===== config.mk =====
export PLATFORM = sky130hd
export DESIGN_NAME = camera_subsystem
export DESIGN_NICKNAME = d
export VERILOG_FILES = /design/src/rtl/camera_pkg.sv /design/src/rtl/byte_stream_if.sv /design/src/rtl/camera_subsystem.sv /design/src/rtl/capture_source.sv /design/src/rtl/frame_fifo.sv /design/src/rtl/spi_registers.sv
export VERILOG_INCLUDE_DIRS = /design/src /design/src/rtl
export SDC_FILE = /design/constraint.sdc
export NUM_CORES = 2
export LEC_CHECK = 0
export ABC_AREA = 1
export ABC_CLOCK_PERIOD_IN_PS = 27100
export BUFFER_PORTS_ARGS = -buffer_cell sky130_fd_sc_hd__clkbuf_2
export CORE_MARGIN = 1
export CORE_UTILIZATION = 35
export DETAILED_ROUTE_END_ITERATION = 10
export GPL_TIMING_DRIVEN = 0
export HOLD_SLACK_MARGIN = 0.1
export SYNTH_ARGS = -nofsm -noshare
export SYNTH_HDL_FRONTEND = slang
export SYNTH_HIERARCHICAL = 1
export SYNTH_SLANG_ARGS = --single-unit

===== constraint.sdc =====
create_clock -name clock_in -period 27.1 [get_ports clock_in]
set_input_delay 1.355 -clock clock_in [delete_from_list [all_inputs] [get_ports clock_in]]
set_output_delay 1.355 -clock clock_in [all_outputs]
set_load 0.02 [all_outputs]

===== src/rtl/camera_config.svh =====
`ifndef CAMERA_CONFIG_SVH
`define CAMERA_CONFIG_SVH

// Frame geometry of the test-pattern sensor
`define CAMERA_FRAME_PIXELS 20

// Metering zones as equal runs of pixels
`define CAMERA_ZONES 5

// Buffer depth below one frame so the source sees back-pressure
`define CAMERA_FIFO_DEPTH 16

// SPI op codes
`define CAMERA_OP_CAPTURE         8'h20
`define CAMERA_OP_BYTES_AVAILABLE 8'h21
`define CAMERA_OP_READ_DATA       8'h22
`define CAMERA_OP_ZOOM            8'h23
`define CAMERA_OP_PAN             8'h24
`define CAMERA_OP_METERING        8'h25
`define CAMERA_OP_COMPRESSION     8'h26

`endif


===== src/rtl/camera_pkg.sv =====
`include "camera_config.svh"

package camera_pkg;

    // Op codes seen on the SPI register interface
    typedef enum logic [7:0] {
        OP_CAPTURE         = `CAMERA_OP_CAPTURE,
        OP_BYTES_AVAILABLE = `CAMERA_OP_BYTES_AVAILABLE,
        OP_READ_DATA       = `CAMERA_OP_READ_DATA,
        OP_ZOOM            = `CAMERA_OP_ZOOM,
        OP_PAN             = `CAMERA_OP_PAN,
        OP_METERING        = `CAMERA_OP_METERING,
        OP_COMPRESSION     = `CAMERA_OP_COMPRESSION
    } camera_op_t;

    // Colour sums for one zone
    typedef struct packed {
        logic [23:0] red;
        logic [23:0] green;
        logic [23:0] blue;
    } metering_t;

    // One entry per zone with zone 0 at index 0
    typedef metering_t [`CAMERA_ZONES-1:0] metering_array_t;

endpackage


===== src/rtl/byte_stream_if.sv =====
`timescale 1ns/1ps

interface byte_stream_if;

    logic [7:0] data;
    logic       valid;
    logic       ready;
    // Final byte of a frame
    logic       last;

    modport source (
        output data,
        output valid,
        output last,
        input  ready
    );

    modport sink (
        input  data,
        input  valid,
        input  last,
        output ready
    );

endinterface


===== src/rtl/camera_subsystem.sv =====
`timescale 1ns/1ps

module camera_subsystem
    import camera_pkg::*;
(
    input  logic       clock_in,
    input  logic       reset_n_in,
    input  logic [7:0] op_code,
    input  logic       op_code_valid,
    input  logic [7:0] operand,
    input  logic       operand_valid,
    input  integer     operand_count,
    output logic [7:0] response,
    output logic       response_valid
);

    logic            capture_start;
    logic [3:0]      compression_factor;
    logic [15:0]     fill_count;
    metering_array_t metering;

    // Sensor to buffer, buffer to register block
    byte_stream_if pix_stream ();
    byte_stream_if rd_stream ();

    capture_source capture_source0 (
        .clock_in           (clock_in),
        .reset_n_in         (reset_n_in),
        .capture_start      (capture_start),
        .compression_factor (compression_factor),
        .pix_out            (pix_stream.source),
        .metering           (metering)
    );

    // New capture also discards the old frame
    frame_fifo frame_fifo0 (
        .clock_in   (clock_in),
        .reset_n_in (reset_n_in),
        .flush      (capture_start),
        .wr         (pix_stream.sink),
        .rd         (rd_stream.source),
        .fill_count (fill_count)
    );

    spi_registers spi_registers0 (
        .clock_in           (clock_in),
        .reset_n_in         (reset_n_in),
        .op_code            (op_code),
        .op_code_valid      (op_code_valid),
        .operand            (operand),
        .operand_valid      (operand_valid),
        .operand_count      (operand_count),
        .response           (response),
        .response_valid     (response_valid),
        .capture_start      (capture_start),
        .compression_factor (compression_factor),
        .rd_in              (rd_stream.sink),
        .fill_count         (fill_count),
        .metering           (metering)
    );

endmodule


===== src/rtl/capture_source.sv =====
`timescale 1ns/1ps
`include "camera_config.svh"

module capture_source
    import camera_pkg::*;
(
    input  logic             clock_in,
    input  logic             reset_n_in,
    input  logic             capture_start,
    input  logic [3:0]       compression_factor,
    byte_stream_if.source    pix_out,
    output metering_array_t  metering
);

    localparam int PIXELS      = `CAMERA_FRAME_PIXELS;
    localparam int ZONE_PIXELS = `CAMERA_FRAME_PIXELS / `CAMERA_ZONES;
    localparam int PIXEL_W     = $clog2(PIXELS);

    logic [7:0]         capture_count;
    logic [PIXEL_W-1:0] pixel;
    logic [1:0]         channel;
    logic               active;
    logic [7:0]         channel_offset;
    logic [7:0]         capture_offset;
    logic [7:0]         raw_byte;
    logic               final_byte;
    logic               load;
    int                 zone;
    metering_array_t    zone_sums;

    // Pattern is 16p + 5c + 3k, wrapping at 256
    assign channel_offset = 8'({channel, 2'b00}) + 8'(channel);
    assign capture_offset = {capture_count[6:0], 1'b0} + capture_count;
    assign raw_byte       = {pixel[3:0], 4'b0000} + channel_offset + capture_offset;

    assign final_byte = (pixel == PIXEL_W'(PIXELS - 1)) && (channel == 2'd2);

    // Next byte goes out when the output register is empty or draining
    assign load = active && (!pix_out.valid || pix_out.ready);

    assign zone     = int'(pixel) / ZONE_PIXELS;
    assign metering = zone_sums;

    always_ff @(posedge clock_in) begin
        if (!reset_n_in) begin
            capture_count <= '0;
            pixel         <= '0;
            channel       <= '0;
            active        <= 1'b0;
            pix_out.valid <= 1'b0;
            zone_sums     <= '0;
        end else if (capture_start) begin
            // First frame after reset uses k = 1
            capture_count <= capture_count + 8'd1;
            pixel         <= '0;
            channel       <= '0;
            active        <= 1'b1;
            pix_out.valid <= 1'b0;
            zone_sums     <= '0;
        end else begin
            if (pix_out.valid && pix_out.ready) begin
                pix_out.valid <= 1'b0;
            end

            if (load) begin
                pix_out.valid <= 1'b1;

                // Metering sees the uncompressed byte
                case (channel)
                    2'd0: zone_sums[zone].red <= zone_sums[zone].red + 24'(raw_byte);
                    2'd1: zone_sums[zone].green <= zone_sums[zone].green + 24'(raw_byte);
                    default: zone_sums[zone].blue <= zone_sums[zone].blue + 24'(raw_byte);
                endcase

                if (channel == 2'd2) begin
                    channel <= '0;
                    pixel   <= pixel + 1'b1;
                end else begin
                    channel <= channel + 2'd1;
                end

                if (final_byte) begin
                    active <= 1'b0;
                end
            end
        end
    end

    // Output payload with low bits dropped by compression
    always_ff @(posedge clock_in) begin
        if (load) begin
            pix_out.data <= raw_byte >> compression_factor;
            pix_out.last <= final_byte;
        end
    end

endmodule


===== src/rtl/frame_fifo.sv =====
`timescale 1ns/1ps
`include "camera_config.svh"

module frame_fifo (
    input  logic          clock_in,
    input  logic          reset_n_in,
    input  logic          flush,
    byte_stream_if.sink   wr,
    byte_stream_if.source rd,
    output logic [15:0]   fill_count
);

    localparam int DEPTH  = `CAMERA_FIFO_DEPTH;
    localparam int ADDR_W = $clog2(DEPTH);

    // Each entry holds {last, data}
    logic [8:0]        mem [DEPTH];
    logic [ADDR_W-1:0] wr_ptr;
    logic [ADDR_W-1:0] rd_ptr;
    logic [ADDR_W:0]   count;
    logic              push;
    logic              pop;

    function automatic logic [ADDR_W-1:0] next_ptr(input logic [ADDR_W-1:0] ptr);
        if (ptr == ADDR_W'(DEPTH - 1)) begin
            return '0;
        end
        return ptr + 1'b1;
    endfunction

    assign wr.ready = (count != (ADDR_W + 1)'(DEPTH));
    assign push     = wr.valid && wr.ready;

    // Head is visible straight from the array
    assign rd.valid = (count != '0);
    assign rd.data  = mem[rd_ptr][7:0];
    assign rd.last  = mem[rd_ptr][8];
    assign pop      = rd.valid && rd.ready;

    assign fill_count = 16'(count);

    always_ff @(posedge clock_in) begin
        if (!reset_n_in) begin
            wr_ptr <= '0;
            rd_ptr <= '0;
            count  <= '0;
        end else if (flush) begin
            // Flush wins over any push in the same cycle
            wr_ptr <= '0;
            rd_ptr <= '0;
            count  <= '0;
        end else begin
            if (push) begin
                wr_ptr <= next_ptr(wr_ptr);
            end
            if (pop) begin
                rd_ptr <= next_ptr(rd_ptr);
            end
            case ({push, pop})
                2'b10:   count <= count + 1'b1;
                2'b01:   count <= count - 1'b1;
                default: count <= count;
            endcase
        end
    end

    always_ff @(posedge clock_in) begin
        if (push && !flush) begin
            mem[wr_ptr] <= {wr.last, wr.data};
        end
    end

endmodule


===== src/rtl/spi_registers.sv =====
`timescale 1ns/1ps
`include "camera_config.svh"

module spi_registers
    import camera_pkg::*;
(
    input  logic            clock_in,
    input  logic            reset_n_in,
    input  logic [7:0]      op_code,
    input  logic            op_code_valid,
    input  logic [7:0]      operand,
    input  logic            operand_valid,
    input  integer          operand_count,
    output logic [7:0]      response,
    output logic            response_valid,
    output logic            capture_start,
    output logic [3:0]      compression_factor,
    byte_stream_if.sink     rd_in,
    input  logic [15:0]     fill_count,
    input  metering_array_t metering
);

    // Three channels, three bytes each, per zone
    localparam int METERING_BYTES = 3 * 3 * `CAMERA_ZONES;

    camera_op_t  op;
    logic        op_code_valid_q;
    logic        operand_valid_q;
    logic        transaction_start;
    logic        operand_rise;
    logic        pop_pending;
    int          meter_zone;
    int          meter_channel;
    int          meter_lane;
    logic [23:0] meter_word;
    logic [7:0]  meter_byte;

    assign op                = camera_op_t'(op_code);
    assign transaction_start = op_code_valid && !op_code_valid_q;
    assign operand_rise      = operand_valid && !operand_valid_q;

    // One-cycle pop strobe after a rising operand_valid
    assign rd_in.ready = pop_pending;

    // Byte n takes channel n/15 and zone (n/3) mod 5 with the MSB first
    always_comb begin
        meter_zone    = (operand_count / 3) % `CAMERA_ZONES;
        meter_channel = operand_count / (3 * `CAMERA_ZONES);
        meter_lane    = operand_count % 3;

        case (meter_channel)
            0:       meter_word = metering[meter_zone].red;
            1:       meter_word = metering[meter_zone].green;
            default: meter_word = metering[meter_zone].blue;
        endcase

        case (meter_lane)
            0:       meter_byte = meter_word[23:16];
            1:       meter_byte = meter_word[15:8];
            default: meter_byte = meter_word[7:0];
        endcase

        if (operand_count < 0 || operand_count >= METERING_BYTES) begin
            meter_byte = 8'h00;
        end
    end

    always_ff @(posedge clock_in) begin
        if (!reset_n_in) begin
            op_code_valid_q    <= 1'b0;
            operand_valid_q    <= 1'b0;
            response           <= 8'h00;
            response_valid     <= 1'b0;
            capture_start      <= 1'b0;
            compression_factor <= 4'h0;
            pop_pending        <= 1'b0;
        end else begin
            op_code_valid_q <= op_code_valid;
            operand_valid_q <= operand_valid;
            response_valid  <= op_code_valid;

            // Single pulse per capture transaction
            capture_start <= transaction_start && (op == OP_CAPTURE);

            // Pop only when a head byte was there to answer with
            pop_pending <= op_code_valid && (op == OP_READ_DATA) && operand_rise
                           && rd_in.valid;

            if (op_code_valid) begin
                case (op)
                    OP_BYTES_AVAILABLE: begin
                        case (operand_count)
                            0:       response <= fill_count[15:8];
                            1:       response <= fill_count[7:0];
                            default: response <= 8'h00;
                        endcase
                    end

                    OP_READ_DATA: begin
                        response <= rd_in.valid ? rd_in.data : 8'h00;
                    end

                    OP_METERING: begin
                        response <= meter_byte;
                    end

                    OP_COMPRESSION: begin
                        if (operand_valid) begin
                            compression_factor <= operand[3:0];
                        end
                        response <= 8'h00;
                    end

                    // Capture, zoom, pan and unknown codes answer zero
                    default: response <= 8'h00;
                endcase
            end
        end
    end

endmodule

==> metrics <==
run status finished clean; top-level I/O count 61; # rows 127; Worst-path clk slew 0.07 ns; area of the die 122000 sq um; vias in the first global route 42000; share of post-route cells with drive strength above 1 16.7%; reg-to-reg critical path endpoint capture_source0/metering[36]; classification of the worst setup path in -> reg; starting utilization of the core area 35.3%; Worst-Skew Late Latency 0.70 ns; Buffers & Inverters on Critical Path 50; routed length per placed instance 22.7 microns; CP Capture Type register; type of element launching the critical path input pin; die height 350 microns; final hold viol count 0; first-pass GRT wire length 275 mm; wire length after detailed routing 195 mm; pins over their slew limit 0; number of buffer cells added on primary ports 55; Crit Reg-Reg Startpoint capture_source0/pixel[2]; first-pass detailed-route iteration total 7; area of the placeable core 120000 sq um; Residual DRC 0; fin crit share 93.5%; Largest stage delay, worst path 0.39 ns; GRT Residual Overflow 0; Hold Worst Slack 0.433 ns; Worst Hold Endpoint spi_registers0/rd_in.ready; relative slew slack 6.18%; data arrival time at the worst-slack endpoint 25.92 ns; top fanout value on the critical path 7; global placer's final weighted congestion 1.12; Mapped Area 42300 sq um; vias per std cell 5.49; launch instance of the worst min-delay path spi_registers0/operand_valid_q; maximum number of pins on one net before global-route repair 19; root buf cell sky130_fd_sc_hd__clkbuf_16; count of mapped cells out of synthesis 6669; min cycle time layout 25.33 ns; antenna violations before repair 6; required arrival time at the worst endpoint 27.69 ns; kind of cell adding the most delay to the critical path simple AND/OR/NAND/NOR gates; number of vias after detailed routing 47100; type of the tightest min-delay check reg -> reg; Hold Path Cell Cnt 1; CTS buffer count 61; die width 350 microns; total global-route track usage 30.4%; slack of the worst reg-to-reg path 20.68 ns; htree depth 2; Max Clk Rate 39.5 MHz; CTS tree done; area added between synthesis and finish 17.2%; worst-case clock buffer depth 3; clock sinks 546; reported max-cap violation count 0; final count of negative-setup-slack endpoints 0; slowest library cell on the worst path sky130_fd_sc_hd__a2111oi_4; HPWL reported at the end of detailed placement 144 mm; initial DRC count 5623; logic depth of the worst register-to-register path 18; post-synthesis area per instance 6.34 sq um; Tightest Pin Transition 1.41 ns; net count reported at finish 7045; post-route antenna net violation count 0; Synthesis Warnings 6; Final Skew 0.0388 ns; cell repeated most along the worst path sky130_fd_sc_hd__inv_2
what timing repair did:
item / in CTS / in global routing
cloned: 0 / 7
buffers inserted: 7 / 108
pin swaps: 3 / 160
gates resized for setup: 23 / 370
setup endpoints to repair: 8 / 8
hold buffers: 0 / 0
registers in the layout, indices dropped and copies added, names as in the netlist, 5 cells and up, named ones only:
name,flops
capture_source0/pix_out.data,8
capture_source0/metering,360
capture_source0/pixel,5
frame_fifo0/count,5
frame_fifo0/mem,128
spi_registers0/response,8
capture_source0/capture_count,8
placed cells by master (no fill, tap or decap), drive strengths merged, types with 3 or more instances in the layout:
cell type / n
o221ai: 7
a21o: 4
a21oi: 321
xor2: 128
nand3b: 8
nand4: 119
conb: 11
a22oi: 8
or2: 14
and3: 3
nor3: 36
a22o: 5
nand3: 728
o31ai: 3
buf: 245
xnor2: 32
clkinv: 43
mux2i: 5
nand2: 1757
a31oi: 5
inv: 852
bufinv: 15
o211ai: 22
o21bai: 14
edfxtp: 136
nor2: 992
clkbuf: 287
o21ai: 610
a2111oi: 3
clkinvlp: 3
a221oi: 8
diode: 5
dfxtp: 410
fa: 11
ha: 61
nor4: 26
o22ai: 22
o41ai: 3
worst max path at each step:
| stage | start | end | cells past startpoint |
|---|---|---|---|
| 6_report | operand_count[3] | spi_registers0/response[1] | 220 |
| 2_1_floorplan | operand_count[0] | spi_registers0/response[1] | 237 |
| 5_1_grt | operand_count[0] | spi_registers0/response[0] | 226 |
| 4_1_cts | operand_count[0] | spi_registers0/response[7] | 234 |
| 3_3_place_gp | operand_count[0] | spi_registers0/response[6] | 232 |
| 3_5_place_dp | operand_count[0] | spi_registers0/response[6] | 228 |
stage by stage:
| step | cell area, sq um | setup WS [ns] | utilization [%] | TNS (ns) | instances |
|---|---|---|---|---|---|
| floorplan | 42300 | 4.24 | - | 0 | 6679 |
| global placement | 44600 | -0.803 | 37.2 | -6.08 | 8346 |
| detailed placement | 44600 | -1.36 | 37.3 | -10.37 | 8348 |
| CTS | 47100 | 0.0628 | 39.3 | 0 | 8470 |
| global route | 49500 | -0.400 | 41.3 | -3.05 | 8585 |
| finish | 49500 | 1.77 | 41.3 | 0 | 8590 |
layout make-up:
| type | count | area (sq um) |
|---|---|---|
| sequential | 546 | 12300 |
| tap | 1612 | 2020 |
| buffer | 275 | 2030 |
| multi-input combinational | 4981 | 26200 |
| inverter | 878 | 3350 |
| antenna | 5 | 12.5 |
| fill | 12800 | 70300 |
| clock buffer | 80 | 1710 |
| timing repair buffer | 178 | 1340 |
| clock inverter | 35 | 613 |
layer usage:
layer,vias to the layer above,track usage (%),routed length [microns]
met1,21800,38.9,75600
li1,22000,-,-
met2,2670,46.2,82000
met3,668,7.53,23100
met5,-,0,28
met4,4,17.9,14200
Power is left out: the tool's default activity adds up to more than one toggle a clock period on the data nets, which glitch-free logic cannot reach.
